===== src/ac97_pkg.sv =====
package ac97_pkg;

  //////////////////////////////////////////////////
  // frame layout, one serial bit per clock
  //////////////////////////////////////////////////

  localparam int FRAME_BITS = 256;
  // slot 0 length, sync high for all of it
  localparam int SYNC_BITS = 16;
  localparam int STROBE_COUNT = 128;
  // last count of a frame, next frame data latched here
  localparam int LATCH_COUNT = 255;
  localparam int SLOT_BITS = 20;

  // first bit count of slots 1 to 4
  localparam int CMD_ADDR_START = 16;
  localparam int CMD_DATA_START = 36;
  localparam int LEFT_START = 56;
  localparam int RIGHT_START = 76;
  // input bits arrive one count after the matching output bit
  localparam int LEFT_CAPTURE_START = 57;

  // user sample and volume widths
  localparam int SAMPLE_BITS = 8;
  localparam int VOLUME_BITS = 5;

  typedef logic [VOLUME_BITS-1:0] volume_t;
  typedef logic [SAMPLE_BITS-1:0] sample_t;

  localparam volume_t VOLUME_MAX = volume_t'(31);
  localparam volume_t VOLUME_RESET = volume_t'(8);

  // short delays for simulation
  localparam int DEBOUNCE_CYCLES = 20;
  localparam int CODEC_RESET_CYCLES = 64;

  //////////////////////////////////////////////////
  // codec registers
  //////////////////////////////////////////////////

  localparam logic [7:0] REG_READ_ID = 8'h80;
  localparam logic [7:0] REG_HEADPHONE_VOL = 8'h04;
  localparam logic [7:0] REG_PCM_VOL = 8'h18;
  localparam logic [7:0] REG_RECORD_SELECT = 8'h1A;
  localparam logic [7:0] REG_RECORD_GAIN = 8'h1C;
  localparam logic [7:0] REG_MIC_GAIN = 8'h0E;
  localparam logic [7:0] REG_BEEP_VOL = 8'h0A;
  localparam logic [7:0] REG_GENERAL = 8'h20;

  // record source code, mic
  localparam logic [2:0] RECORD_SOURCE_MIC = 3'd0;
  localparam int CMD_COUNT = 8;

  // address plus 16-bit data
  typedef struct packed {
    logic [7:0] addr;
    logic [15:0] data;
  } cmd_raw_t;

  // address plus left and right level fields
  typedef struct packed {
    logic [7:0] addr;
    logic [2:0] pad_left;
    volume_t left;
    logic [2:0] pad_right;
    volume_t right;
  } cmd_stereo_t;

  typedef union packed {
    cmd_raw_t raw;
    cmd_stereo_t stereo;
  } cmd_word_t;

endpackage


===== src/ac97_audio_top.sv =====
`timescale 1ns/10ps

module ac97_audio_top (
  input logic clock,
  input logic reset,
  input logic button_up,
  input logic button_down,
  input ac97_pkg::sample_t audio_out_data,
  output ac97_pkg::sample_t audio_in_data,
  output logic sample_strobe,
  output logic audio_reset_b,
  output logic ac97_synch,
  output logic ac97_sdata_out,
  input logic ac97_sdata_in
);
  import ac97_pkg::*;

  volume_t volume;
  // sequencer to buffer handshake
  logic cmd_req;
  logic cmd_ack;
  cmd_word_t cmd_word;
  // buffer to frame engine
  logic cmd_valid;
  logic cmd_take;
  cmd_word_t cmd_held;

  volume_control volume_control_inst (
    .clock(clock),
    .reset(reset),
    .button_up(button_up),
    .button_down(button_down),
    .volume(volume)
  );

  ac97_command_sequencer ac97_command_sequencer_inst (
    .clock(clock),
    .reset(reset),
    .volume(volume),
    .cmd_req(cmd_req),
    .cmd_ack(cmd_ack),
    .cmd_word(cmd_word)
  );

  command_buffer command_buffer_inst (
    .clock(clock),
    .reset(reset),
    .cmd_req(cmd_req),
    .cmd_word(cmd_word),
    .cmd_ack(cmd_ack),
    .cmd_take(cmd_take),
    .cmd_valid(cmd_valid),
    .cmd_held(cmd_held)
  );

  ac97_frame_engine ac97_frame_engine_inst (
    .clock(clock),
    .reset(reset),
    .cmd_valid(cmd_valid),
    .cmd_held(cmd_held),
    .cmd_take(cmd_take),
    .audio_out_data(audio_out_data),
    .audio_in_data(audio_in_data),
    .sample_strobe(sample_strobe),
    .audio_reset_b(audio_reset_b),
    .ac97_synch(ac97_synch),
    .ac97_sdata_out(ac97_sdata_out),
    .ac97_sdata_in(ac97_sdata_in)
  );

endmodule


===== src/ac97_command_sequencer.sv =====
`timescale 1ns/10ps

module ac97_command_sequencer (
  input logic clock,
  input logic reset,
  input ac97_pkg::volume_t volume,
  output logic cmd_req,
  input logic cmd_ack,
  output ac97_pkg::cmd_word_t cmd_word
);
  import ac97_pkg::*;

  logic [$clog2(CMD_COUNT)-1:0] cmd_index;
  cmd_word_t next_cmd;
  // codec wants attenuation, not volume
  volume_t attenuation;

  assign attenuation = VOLUME_MAX - volume;

  //////////////////////////////////////////////////
  // command table
  //////////////////////////////////////////////////

  always_comb begin
    next_cmd = '0;
    case (cmd_index)
      1: begin
        next_cmd.stereo.addr = REG_HEADPHONE_VOL;
        next_cmd.stereo.left = attenuation;
        next_cmd.stereo.right = attenuation;
      end
      2: next_cmd.raw = '{REG_PCM_VOL, 16'h0808};
      3: begin
        // same source on both channels
        next_cmd.stereo.addr = REG_RECORD_SELECT;
        next_cmd.stereo.left = volume_t'(RECORD_SOURCE_MIC);
        next_cmd.stereo.right = volume_t'(RECORD_SOURCE_MIC);
      end
      // record gain at max
      4: next_cmd.raw = '{REG_RECORD_GAIN, 16'h0F0F};
      // +20 dB mic boost
      5: next_cmd.raw = '{REG_MIC_GAIN, 16'h8048};
      6: next_cmd.raw = '{REG_BEEP_VOL, 16'h0000};
      // pcm out bypasses 3d mix
      7: next_cmd.raw = '{REG_GENERAL, 16'h8000};
      default: next_cmd.raw = '{REG_READ_ID, 16'h0000};
    endcase
  end

  //////////////////////////////////////////////////
  // four-phase master side
  //////////////////////////////////////////////////

  always_ff @(posedge clock) begin
    if (reset) begin
      cmd_req <= 1'b0;
      cmd_index <= '0;
    end else if (cmd_req && cmd_ack) begin
      // word taken, release and step on
      cmd_req <= 1'b0;
      cmd_index <= (cmd_index == CMD_COUNT - 1) ? '0 : cmd_index + 1'b1;
    end else if (!cmd_req && !cmd_ack) begin
      cmd_req <= 1'b1;
    end
  end

  // word settles in the same edge req rises
  always_ff @(posedge clock) begin
    if (!cmd_req && !cmd_ack) begin
      cmd_word <= next_cmd;
    end
  end

endmodule


===== src/ac97_frame_engine.sv =====
`timescale 1ns/10ps

module ac97_frame_engine (
  input logic clock,
  input logic reset,
  input logic cmd_valid,
  input ac97_pkg::cmd_word_t cmd_held,
  output logic cmd_take,
  input ac97_pkg::sample_t audio_out_data,
  output ac97_pkg::sample_t audio_in_data,
  output logic sample_strobe,
  output logic audio_reset_b,
  output logic ac97_synch,
  output logic ac97_sdata_out,
  input logic ac97_sdata_in
);
  import ac97_pkg::*;

  logic [$clog2(CODEC_RESET_CYCLES)-1:0] reset_count;
  logic [$clog2(FRAME_BITS)-1:0] bit_count;
  // last cycle of the codec reset delay
  logic codec_release;

  // per-frame latches
  logic l_cmd_valid;
  cmd_word_t l_cmd;
  sample_t l_sample;
  // sample taken at the strobe
  sample_t sample_reg;

  logic [SLOT_BITS-1:0] addr_slot;
  logic [SLOT_BITS-1:0] data_slot;
  logic [SLOT_BITS-1:0] pcm_slot;
  logic [SLOT_BITS-1:0] left_shift;
  logic next_bit;

  // msb-first bit of a slot at a given offset
  function automatic logic slot_bit(input logic [SLOT_BITS-1:0] slot, input int offset);
    return slot[SLOT_BITS-1-offset];
  endfunction

  //////////////////////////////////////////////////
  // codec reset and bit counter
  //////////////////////////////////////////////////

  always_ff @(posedge clock) begin
    if (reset) begin
      reset_count <= '0;
      audio_reset_b <= 1'b0;
    end else if (!audio_reset_b) begin
      if (reset_count == CODEC_RESET_CYCLES - 1) begin
        audio_reset_b <= 1'b1;
      end else begin
        reset_count <= reset_count + 1'b1;
      end
    end
  end

  assign codec_release = !audio_reset_b && reset_count == CODEC_RESET_CYCLES - 1;

  // held at 0 until the codec is out of reset
  always_ff @(posedge clock) begin
    if (reset) begin
      bit_count <= '0;
    end else if (audio_reset_b) begin
      bit_count <= (bit_count == FRAME_BITS - 1) ? '0 : bit_count + 1'b1;
    end
  end

  assign sample_strobe = (bit_count == STROBE_COUNT);
  assign cmd_take = (bit_count == LATCH_COUNT);

  // sync leads the first tag bit by one count, first frame included
  always_ff @(posedge clock) begin
    if (reset) begin
      ac97_synch <= 1'b0;
    end else if (bit_count == LATCH_COUNT || codec_release) begin
      ac97_synch <= 1'b1;
    end else if (bit_count == SYNC_BITS - 1) begin
      ac97_synch <= 1'b0;
    end
  end

  //////////////////////////////////////////////////
  // frame latches
  //////////////////////////////////////////////////

  always_ff @(posedge clock) begin
    if (sample_strobe) begin
      sample_reg <= audio_out_data;
    end
  end

  // first frame goes out empty
  always_ff @(posedge clock) begin
    if (reset) begin
      l_cmd_valid <= 1'b0;
      l_sample <= '0;
    end else if (cmd_take) begin
      l_cmd_valid <= cmd_valid;
      l_sample <= sample_reg;
    end
  end

  always_ff @(posedge clock) begin
    if (cmd_take) begin
      l_cmd <= cmd_held;
    end
  end

  //////////////////////////////////////////////////
  // slot serializer
  //////////////////////////////////////////////////

  // left justified, zero padded
  assign addr_slot = {l_cmd.raw.addr, 12'h000};
  assign data_slot = {l_cmd.raw.data, 4'h0};
  assign pcm_slot = {l_sample, 12'h000};

  always_comb begin
    if (bit_count < SYNC_BITS) begin
      // slot 0 tags
      case (bit_count[3:0])
        4'd0: next_bit = 1'b1;
        4'd1, 4'd2: next_bit = l_cmd_valid;
        // left and right always valid
        4'd3, 4'd4: next_bit = 1'b1;
        default: next_bit = 1'b0;
      endcase
    end else if (bit_count < CMD_DATA_START) begin
      next_bit = l_cmd_valid & slot_bit(addr_slot, bit_count - CMD_ADDR_START);
    end else if (bit_count < LEFT_START) begin
      next_bit = l_cmd_valid & slot_bit(data_slot, bit_count - CMD_DATA_START);
    end else if (bit_count < RIGHT_START) begin
      next_bit = slot_bit(pcm_slot, bit_count - LEFT_START);
    end else if (bit_count < RIGHT_START + SLOT_BITS) begin
      // mono, right copies left
      next_bit = slot_bit(pcm_slot, bit_count - RIGHT_START);
    end else begin
      next_bit = 1'b0;
    end
  end

  always_ff @(posedge clock) begin
    if (reset) begin
      ac97_sdata_out <= 1'b0;
    end else begin
      ac97_sdata_out <= audio_reset_b & next_bit;
    end
  end

  //////////////////////////////////////////////////
  // left slot capture
  //////////////////////////////////////////////////

  always_ff @(posedge clock) begin
    if (bit_count >= LEFT_CAPTURE_START && bit_count < LEFT_CAPTURE_START + SLOT_BITS) begin
      left_shift <= {left_shift[SLOT_BITS-2:0], ac97_sdata_in};
    end
  end

  // top 8 bits once the 20th bit is in
  always_ff @(posedge clock) begin
    if (reset) begin
      audio_in_data <= '0;
    end else if (bit_count == LEFT_CAPTURE_START + SLOT_BITS - 1) begin
      audio_in_data <= left_shift[SLOT_BITS-2 -: SAMPLE_BITS];
    end
  end

endmodule


===== src/command_buffer.sv =====
`timescale 1ns/10ps

module command_buffer (
  input logic clock,
  input logic reset,
  input logic cmd_req,
  input ac97_pkg::cmd_word_t cmd_word,
  output logic cmd_ack,
  input logic cmd_take,
  output logic cmd_valid,
  output ac97_pkg::cmd_word_t cmd_held
);

  // new request, and room for it
  logic capture;

  assign capture = cmd_req && !cmd_ack && !cmd_valid;

  always_ff @(posedge clock) begin
    if (reset) begin
      cmd_ack <= 1'b0;
      cmd_valid <= 1'b0;
    end else begin
      // frame engine empties the entry once per frame
      if (cmd_take) begin
        cmd_valid <= 1'b0;
      end
      if (capture) begin
        cmd_valid <= 1'b1;
        cmd_ack <= 1'b1;
      end else if (cmd_ack && !cmd_req) begin
        cmd_ack <= 1'b0;
      end
    end
  end

  always_ff @(posedge clock) begin
    if (capture) begin
      cmd_held <= cmd_word;
    end
  end

endmodule


===== src/switch_debouncer.sv =====
`timescale 1ns/10ps

module switch_debouncer (
  input logic clock,
  input logic reset,
  input logic noisy,
  output logic clean
);
  import ac97_pkg::*;

  // last seen input level
  logic last;
  // stable time so far
  logic [$clog2(DEBOUNCE_CYCLES+1)-1:0] count;

  always_ff @(posedge clock) begin
    if (reset) begin
      last <= noisy;
      clean <= noisy;
      count <= '0;
    end else if (noisy != last) begin
      // input moved, start timing again
      last <= noisy;
      count <= '0;
    end else if (count == DEBOUNCE_CYCLES) begin
      clean <= last;
    end else begin
      count <= count + 1'b1;
    end
  end

endmodule


===== src/volume_control.sv =====
`timescale 1ns/10ps

module volume_control (
  input logic clock,
  input logic reset,
  input logic button_up,
  input logic button_down,
  output ac97_pkg::volume_t volume
);
  import ac97_pkg::*;

  logic up_clean;
  logic down_clean;
  logic up_prev;
  logic down_prev;
  logic up_edge;
  logic down_edge;

  switch_debouncer up_debouncer (
    .clock(clock),
    .reset(reset),
    .noisy(button_up),
    .clean(up_clean)
  );

  switch_debouncer down_debouncer (
    .clock(clock),
    .reset(reset),
    .noisy(button_down),
    .clean(down_clean)
  );

  // one pulse per press
  assign up_edge = up_clean & ~up_prev;
  assign down_edge = down_clean & ~down_prev;

  always_ff @(posedge clock) begin
    if (reset) begin
      // a button held through reset gives no step
      up_prev <= 1'b1;
      down_prev <= 1'b1;
      volume <= VOLUME_RESET;
    end else begin
      up_prev <= up_clean;
      down_prev <= down_clean;
      // saturate at both ends, both pressed cancels
      if (up_edge && !down_edge && volume != VOLUME_MAX) begin
        volume <= volume + 1'b1;
      end else if (down_edge && !up_edge && volume != '0) begin
        volume <= volume - 1'b1;
      end
    end
  end

endmodule


===== config.mk =====
export PLATFORM = sky130hd
export DESIGN_NAME = ac97_audio_top
export DESIGN_NICKNAME = d
export VERILOG_FILES = /design/src/ac97_pkg.sv /design/src/ac97_audio_top.sv /design/src/ac97_command_sequencer.sv /design/src/ac97_frame_engine.sv /design/src/command_buffer.sv /design/src/switch_debouncer.sv /design/src/volume_control.sv
export SDC_FILE = /design/constraint.sdc
export NUM_CORES = 1
export LEC_CHECK = 0
export ABC_CLOCK_PERIOD_IN_PS = 5100
export BUFFER_PORTS_ARGS = -buffer_cell sky130_fd_sc_hd__buf_2
export CAP_MARGIN = 30
export CORE_UTILIZATION = 45
export DETAILED_ROUTE_END_ITERATION = 10
export SLEW_MARGIN = 20
export SYNTH_ARGS = -nofsm -noshare
export SYNTH_HDL_FRONTEND = slang
export SYNTH_SLANG_ARGS = --single-unit

===== constraint.sdc =====
create_clock -name clock -period 5.1 [get_ports clock]
set_input_delay 1.02 -clock clock [delete_from_list [all_inputs] [get_ports clock]]
set_output_delay 1.02 -clock clock [all_outputs]
set_load 0.01 [all_outputs]

==> results of run 1 <==
worst min path at each step:
| stage | from | endpoint | slack, ns | depth (start not counted) |
|---|---|---|---|---|
| final | command_buffer_inst.cmd_held[8] | ac97_frame_engine_inst.l_cmd[8] | 0.41 | 0 |
| after global routing | ac97_command_sequencer_inst.cmd_word[6] | command_buffer_inst.cmd_held[6] | 0.42 | 0 |
| after CTS | ac97_command_sequencer_inst.cmd_word[18] | command_buffer_inst.cmd_held[18] | 0.42 | 0 |
| after detailed placement | command_buffer_inst.cmd_held[17] | ac97_frame_engine_inst.l_cmd[17] | 0.40 | 0 |
| after global placement | ac97_command_sequencer_inst.cmd_word[0] | command_buffer_inst.cmd_held[0] | 0.40 | 0 |
| after floorplan | command_buffer_inst.cmd_held[0] | ac97_frame_engine_inst.l_cmd[0] | 0.40 | 0 |
worst max-delay path, cell delays in order (launching register included):
cell and delay [ns]:
dfxtp_1 0.71, inv_1 0.13, ha_1 0.27, nand3_1 0.10, nor3b_1 0.05, buf_4 0.19, buf_2 0.15
cells by family after synthesis:
| group | count (synthesis) | share of synthesized area (%) |
|---|---|---|
| compound gates | 61 | 6.75 |
| fa+ha+maj | 29 | 6.40 |
| simple gates | 140 | 11.9 |
| mux | 29 | 5.71 |
| xor+xnor | 27 | 4.09 |
| buf+inv | 38 | 2.83 |
| flops | 139 | 62.3 |
cell type report:
cell class,count,area share [%]
clock buffers,25,7.77
inverters,22,1.24
clock inverters,7,0.771
flip-flops and latches,139,54.2
well taps,172,3.24
repair buffers,28,2.26
multi-input cells,286,30.5
power by group:
group,total (W),internal [W],switching [W]
combinational,0.0000885,0.0000372,0.0000513
clock,0.00116,0.000707,0.000452
sequential,0.00125,0.00123,0.0000216
total,0.00250,0.00197,0.000525
layout by cell type (no fill, tap or decap), drive strengths merged, types with 8 or more instances in the layout:
master and count:
nand3 11, xnor2 16, edfxtp 82, nor3 10, a21oi 16, ha 28, buf 28, xor2 11
dfxtp 57, nor2 59, clkbuf 25, inv 27, mux2i 24, nand4 8, o21ai 16, nand2 21
through the flow:
stage	hold WS [ns]	cell area (um2)	std cells	worst slack, ns	utilization (%)
6_report	0.414	6650	679	2.06	52.9
5_1_grt	0.418	6650	679	1.85	52.9
4_1_cts	0.415	6650	679	2.04	52.9
3_5_place_dp	0.405	6080	647	2.45	48.4
3_3_place_gp	0.403	6080	647	2.52	48.4
2_1_floorplan	0.400	5790	463	2.20	-
per-layer routing:
metal	global-route usage [%]	wire [um]
met1	19.9	4590
met2	24.4	4470
met3	4.59	250
met4	7.79	125
met5	0	0
==> flow_metrics.tcl, run 1 <==
set metrics [dict create \
    die-area_mm2 0.0133 \
    io_buffers 24 \
    max_slew.worst_pin.slew_ns 0.762 \
    r2r-start "ac97_frame_engine_inst.bit_count[2]" \
    die_h_um 115 \
    cts_tree "yes" \
    drt_wl_total_um 9430 \
    cts_max_level 4 \
    hold_viol 0 \
    syn_area_per_cell_um2 12.5 \
    yosysTopAreaCell "edfxtp_1" \
    rr_endpoint "ac97_frame_engine_inst.ac97_sdata_out" \
    critPathLaunch "ac97_frame_engine_inst.bit_count[1]" \
    rr_worst_depth 7 \
    layout_worst_path_cycle_share_pct 59.5 \
    grt_pass1_wl_um 15500 \
    ff2ff_setup_slack_ns 2.72 \
    root_buffer "clkbuf_16" \
    vias 3378 \
    power.total_w 0.00250 \
    status "completed" \
    hp-class "flop to flop" \
    top_register "ac97_frame_engine_inst.left_shift" \
    cts.sinks 139 \
    area.growth.synth_to_final_pct 15.0 \
    netlist_area_mm2 0.00579 \
    grt_pass1_vias 3215 \
    crit_path_end "sample_strobe" \
    end_kind "primary output" \
    avgRoutedWirePerCell_um 13.9 \
    finClkSkew_ns 0.00891 \
    synth.distinct_cells 53 \
    drc 0 \
    rows 41 \
    slew_viol_final 0 \
    grt_overflow 0 \
    ctsResizeCount 0 \
    n_fill_cell 1077 \
    rsz0062_at_grt "false" \
    viasPerCell 4.97 \
    start_util_pct 46.0 \
    cts-hold-fix-buffers 0 \
    largest_register_ffs 19 \
    cp_max_fo 16 \
    grt_start_max_net_pins 43 \
    pin_count 25 \
    ys_seq_elements 139 \
    ys.flop_type "edfxtp_1" \
    maxCapViolations 0 \
    drt_iter0_markers 182 \
    irDropWorstVdd_mv 0.238 \
    synthTopCellsByCount "82 x edfxtp_1, 59 x nor2_1, 57 x dfxtp_1" \
    clk_latency_ns 0.41 \
    path_class "flop to primary output" \
    n_antenna_cell 0 \
    track_usage_pct 15.6 \
    numCtsBuffers 17 \
    globalplace.congestion 0.805 \
    p_leak_nw 2.49 \
    antenna_found_initial 0 \
    post_cts_buffers 0 \
    synth-seq-area-share_pct 62.3 \
    drive_above_1_share_pct 14.4 \
    synth_top_area_share_pct 42.6 \
    cp.required_ns 4.08 \
    yosys-top-cells-area "edfxtp_1 43%, dfxtp_1 20%, ha_1 6.1%" \
    ant_nets 0 \
    cp-start-kind "flop" \
    dp_hpwl_um 6560 \
    die_w_um 115 \
    synth-edff-count 82 \
    num-nets-final 536 \
    setup_violations 0 \
    clkTransAtPathRegs_ns 0.06 \
    syn-num-nets 505 \
    syn_inst 463 \
    core_area_mm2 0.0126 \
    min_period_ns 3.04 \
    power_per_cell_area_mw_per_mm2 376 \
    ys.warnings.count 0 \
    fin_tns_setup_ns 0 \
    first_pass_iters 4 \
    synth_most_common_cell "edfxtp_1" \
    crit_arrival_ns 2.02 \
    seq_area_mm2 0.00360 \
    async_flop_share_pct 0 \
    multi_input_area_mm2 0.00203 \
    fmax_ghz 0.329 \
    clockBufferDepth 2 \
    relSlewSlack_pct 49.2 \
]
Note: power is estimated with default switching activity, not from simulation.
==> run 2: changes to the inputs <==
ABC_AREA = 1   (was unset)
ABC_CLOCK_PERIOD_IN_PS = 2500   (was 5100)
clock period = 2.5 ns   (was 5.1 ns; I/O delays follow)
==> flow_metrics.tcl, run 2 <==
set metrics [dict create \
    syn-num-nets 625 \
    placed_area_mm2 0.00623 \
    timing.final.ws_setup_ns 0.212 \
    setup_violations 0 \
    synth-edff-count 82 \
    io_buffers 24 \
    final_cell_mix "122 x nand2_1, 82 x edfxtp_1, 70 x nor2_1, 57 x dfxtp_1, 52 x inv_1" \
    drc 0 \
    grt_pass1_wl_um 17400 \
    synth_most_common_cell "nand2_1" \
    synth-seq-area-share_pct 61.3 \
    die_h_um 116 \
    syn_area_per_cell_um2 10.1 \
    start_util_pct 46.4 \
    cts-hold-fix-buffers 0 \
    track_usage_pct 17.1 \
    crit_arrival_ns 1.79 \
    fin_tns_setup_ns 0 \
    final_cells 811 \
    num-nets-final 668 \
    drt_iter0_markers 285 \
    hold_viol 0 \
    cp_max_fo 9 \
    pin_count 25 \
    layout_commonest_cell "nand2_1" \
    die_w_um 116 \
    maxCapViolations 0 \
    postLayoutCellArea_mm2 0.00681 \
    avgRoutedWirePerCell_um 12.9 \
    die-area_mm2 0.0135 \
    slew_viol_final 0 \
    yosysTopAreaCell "edfxtp_1" \
    grt_pass1_vias 3755 \
    rsz0062_at_grt "false" \
    netlist_area_mm2 0.00588 \
    core_area_mm2 0.0127 \
    drive_above_1_share_pct 13.9 \
    synth.distinct_cells 36 \
    max_slew.worst_pin.slew_ns 0.580 \
    post_cts_buffers 0 \
    largest_register_ffs 19 \
    layout_worst_path_cycle_share_pct 91.5 \
    cts_tree "yes" \
    ys_seq_elements 139 \
    power_per_cell_area_mw_per_mm2 763 \
    end_kind "primary output" \
    n_antenna_cell 0 \
    clockBufferDepth 2 \
    status "completed" \
    finClkSkew_ns 0.00994 \
    dp.cells 779 \
    async_flop_share_pct 0 \
    syn_inst 583 \
    dp_hpwl_um 7410 \
    power.total_w 0.00519 \
    cts_max_level 4 \
    fmax_ghz 0.437 \
    numCtsBuffers 17 \
    yosys-top-cells-area "edfxtp_1 42%, dfxtp_1 19%, nand2_1 7.8%" \
    grt_start_max_net_pins 27 \
    cp.required_ns 2.00 \
    p_leak_nw 2.82 \
    min_period_ns 2.29 \
    synth_top_area_share_pct 41.9 \
    first_pass_iters 4 \
    rows 41 \
    cts.sinks 139 \
    ys.warnings.count 0 \
    relSlewSlack_pct 61.1 \
    clk_latency_ns 0.41 \
    ys.flop_type "edfxtp_1" \
    hp-class "input port to flop" \
    drt_wl_total_um 10400 \
    ctsResizeCount 0 \
    antenna_found_initial 0 \
    vias 3917 \
    pre_cts_slack_ns 0.496 \
    cp-start-kind "flop" \
    grt_overflow 0 \
    synthTopCellsByCount "122 x nand2_1, 82 x edfxtp_1, 70 x nor2_1" \
    viasPerCell 4.83 \
    top_register "ac97_frame_engine_inst.left_shift" \
    path_class "flop to primary output" \
    irDropWorstVdd_mv 0.489 \
    ant_nets 0 \
    root_buffer "clkbuf_16" \
    area.growth.synth_to_final_pct 15.7 \
    globalplace.congestion 0.855 \
    clkTransAtPathRegs_ns 0.06 \
]
[run 2: changes by cell type after synthesis, sizes merged, moves of 6 or more]
cell    change
buf         -7
nor2       +18
nand2b      -6
nor3b       -6
a21oi       +9
nand3      +21
o21ai      +25
xnor2      -12
mux2i      -24
nor2b       -6
inv        +38
nand2     +102
[run 2: worst max-delay path: stages, from the launching register on]
cell and delay (ns):
dfxtp_1 0.35, buf_4 0.18, inv_2 0.11, ha_1 0.25, nand3_1 0.09, nor3_1 0.21, buf_2 0.18
[run 2: power breakdown]
group	internal, W	total, W	switching, W
Combinational	0.0000752	0.000208	0.000133
Sequential	0.00254	0.00259	0.0000496
Clock	0.00148	0.00240	0.000919
Total	0.00409	0.00519	0.00110
[run 2: through the flow]
| stage | hold slack [ns] | utilization, % |
|---|---|---|
| final | 0.265 | 53.7 |
| after global routing | 0.245 | 53.7 |
| after CTS | 0.246 | 53.7 |
| after detailed placement | 0.405 | 49.2 |
| after global placement | 0.405 | 49.2 |
| after floorplan | 0.400 | - |
[run 2: layout make-up]
type,count,area [um2]
Tap cell,172,215
Fill cell,1130,5870
Sequential cell,139,3600
Clock inverter,9,88.8
Clock buffer,23,488
Multi-Input combinational cell,372,1980
Timing Repair Buffer,34,195
Inverter,62,234
[run 2: path summary, 6_finish.rpt]
path                                                 start                              endpoint  slack (ns)  cells past startpoint
setup / recovery       ac97_frame_engine_inst.bit_count[2]                         sample_strobe        0.21                      6
setup reg to reg       ac97_frame_engine_inst.bit_count[1]  ac97_frame_engine_inst.left_shift[3]        0.45                      8
hold reg to reg   ac97_command_sequencer_inst.cmd_word[15]      command_buffer_inst.cmd_held[15]        0.42                      0
hold / removal                           audio_out_data[3]  ac97_frame_engine_inst.sample_reg[3]        0.26                      1
[run 2: cell families (layout without fill, tap and decap cells)]
| kind of cell | Yosys count | count (layout) | share of synthesized area [%] |
|---|---|---|---|
| simple gates | 251 | 251 | 17.9 |
| xor+xnor | 15 | 15 | 2.23 |
| compound gates | 77 | 77 | 7.13 |
| buf+inv | 72 | 128 | 5.19 |
| fa+ha+maj | 29 | 29 | 6.30 |
| flops | 139 | 139 | 61.3 |
[run 2: per-layer routing]
layer	share of wire (%)	track usage, %	vias to the layer above
met4	1.9	7.35	0
met3	3.6	5.50	24
met1	47	22.0	1803
met2	47	26.7	58
met5	0	0	-
li1	-	-	2032
==> run 3: changes to the inputs <==
ABC_CLOCK_PERIOD_IN_PS = 1800   (was 2500)
clock period = 1.8 ns   (was 2.5 ns; I/O delays follow)
==> flow_metrics.tcl, run 3 (synthesis results as in run 2) <==
set metrics [dict create \
    rsz0062_at_grt "false" \
    power_per_cell_area_mw_per_mm2 980 \
    start_util_pct 46.4 \
    r2r-start "ac97_frame_engine_inst.bit_count[3]" \
    final_cell_mix "121 x nand2_1, 82 x edfxtp_1, 69 x nor2_1, 50 x dfxtp_1, 49 x inv_1" \
    numCtsBuffers 17 \
    irDropWorstVdd_mv 0.616 \
    root_buffer "clkbuf_16" \
    hp-class "input port to flop" \
    status "completed" \
    antenna_found_initial 0 \
    die_h_um 116 \
    rows 41 \
    drt_wl_total_um 10500 \
    timing.final.ws_setup_ns 0.0558 \
    clockBufferDepth 2 \
    fin_tns_setup_ns 0 \
    path_class "flop to flop" \
    cts_tree "yes" \
    maxCapViolations 0 \
    top_register "ac97_frame_engine_inst.left_shift" \
    layout_commonest_cell "nand2_1" \
    highest_layer "met4" \
    cts_max_level 4 \
    die-area_mm2 0.0135 \
    drive_above_1_share_pct 21.2 \
    vias 4022 \
    slew_viol_final 0 \
    cp-start-kind "flop" \
    critPathLaunch "ac97_frame_engine_inst.bit_count[3]" \
    power_switching_w 0.00148 \
    n_antenna_cell 0 \
    dp_hpwl_um 7370 \
    core_area_mm2 0.0127 \
    cp.required_ns 1.92 \
    grt_overflow 0 \
    grt_start_max_net_pins 27 \
    max_slew.worst_pin.slew_ns 0.323 \
    pin_count 25 \
    seqPwrFrac_pct 50.7 \
    first_pass_iters 4 \
    largest_register_ffs 19 \
    m1WireLength_um 4830 \
    power_frac_comb_pct 5.0 \
    cp_max_fo 19 \
    end_kind "flop" \
    globalplace.congestion 0.901 \
    grt_pass1_vias 3794 \
    p_sw_share_pct 21.0 \
    die_w_um 116 \
    pre_cts_slack_ns -0.129 \
    dp.cells 795 \
    track_usage_pct 17.3 \
    crit_arrival_ns 1.87 \
    fmax_ghz 0.573 \
    wl_met2_um 5060 \
    p_int_w 0.00557 \
    area.growth.synth_to_final_pct 22.5 \
    power.total_w 0.00705 \
    rr_worst_depth 8 \
    ant_nets 0 \
    setup_violations 0 \
    clkTransAtPathRegs_ns 0.06 \
    relSlewSlack_pct 78.3 \
    cts.sinks 139 \
    drc 0 \
    viasPerCell 4.78 \
    clk_latency_ns 0.41 \
    post-route-util_pct 56.8 \
    min_period_ns 1.74 \
    p_leak_nw 2.98 \
    rr_endpoint "ac97_frame_engine_inst.left_shift[1]" \
    crit_path_end "ac97_frame_engine_inst.left_shift[1]" \
    ff2ff_setup_slack_ns 0.06 \
    finClkSkew_ns 0.0123 \
    layout_worst_path_cycle_share_pct 96.9 \
    routed-wl-met3_um 330 \
    num-nets-final 699 \
    cts-hold-fix-buffers 0 \
    drt_iter0_markers 250 \
    clkPwrFrac_pct 44.2 \
    grt_pass1_wl_um 17600 \
    hold_viol 0 \
    io_buffers 24 \
    final_cells 842 \
    avgRoutedWirePerCell_um 12.4 \
]
[run 3: power groups by stage]
stage / Combinational, W / Sequential (W) / Clock [W]
finish: 0.000355 / 0.00358 / 0.00312
global route: 0.000409 / 0.00359 / 0.00333
CTS: 0.000337 / 0.00358 / 0.00320
detailed placement: 0.000323 / 0.00365 / 0
global placement: 0.000310 / 0.00364 / 0
floorplan: 0.000210 / 0.00364 / 0
[run 3: stage by stage]
stage	hold WS [ns]	cell area, um2
2_1_floorplan	0.400	5940
3_3_place_gp	0.403	6430
3_5_place_dp	0.405	6430
4_1_cts	0.103	7100
5_1_grt	0.0997	7200
6_report	0.120	7200
[run 3: critical path, cell delays in order, from the launching register on]
cell and delay, ns:
dfxtp_4 0.37, buf_4 0.14, buf_4 0.12, ha_4 0.12
inv_1 0.07, nor2_1 0.10, nor2_1 0.07, o31ai_4 0.26
buf_12 0.20
[run 3: layer usage]
metal	vias to the layer above	GRT usage [%]
met5	-	0
li1	2087	-
met2	55	28.0
met1	1857	21.2
met3	23	5.81
met4	0	7.26
[run 3: area by class of cell]
cell class              count  area [um2]
clock buffers              25         497
clock inverters             7        41.3
fillers                  1091        5470
inverters                  62         251
multi-input cells         372        2120
flip-flops and latches    139        3620
well taps                 172         215
repair buffers             65         457
[run 3: what timing repair did]
action                     in CTS  in global routing
pin swaps                       3                 10
buffers inserted               12                  3
resized for setup              14                 19
setup endpoints to repair       2                 33
[run 3: worst min-delay path by stage]
stage,cells after the start,end,start,slack (ns)
finish,1,ac97_frame_engine_inst.sample_reg[1],audio_out_data[1],0.12
global route,1,ac97_frame_engine_inst.sample_reg[1],audio_out_data[1],0.1
CTS,1,ac97_frame_engine_inst.sample_reg[1],audio_out_data[1],0.10
detailed placement,0,ac97_frame_engine_inst.l_cmd[19],command_buffer_inst.cmd_held[19],0.40
global placement,0,ac97_frame_engine_inst.left_shift[8],ac97_frame_engine_inst.left_shift[7],0.40
floorplan,0,ac97_frame_engine_inst.l_cmd[0],command_buffer_inst.cmd_held[0],0.40
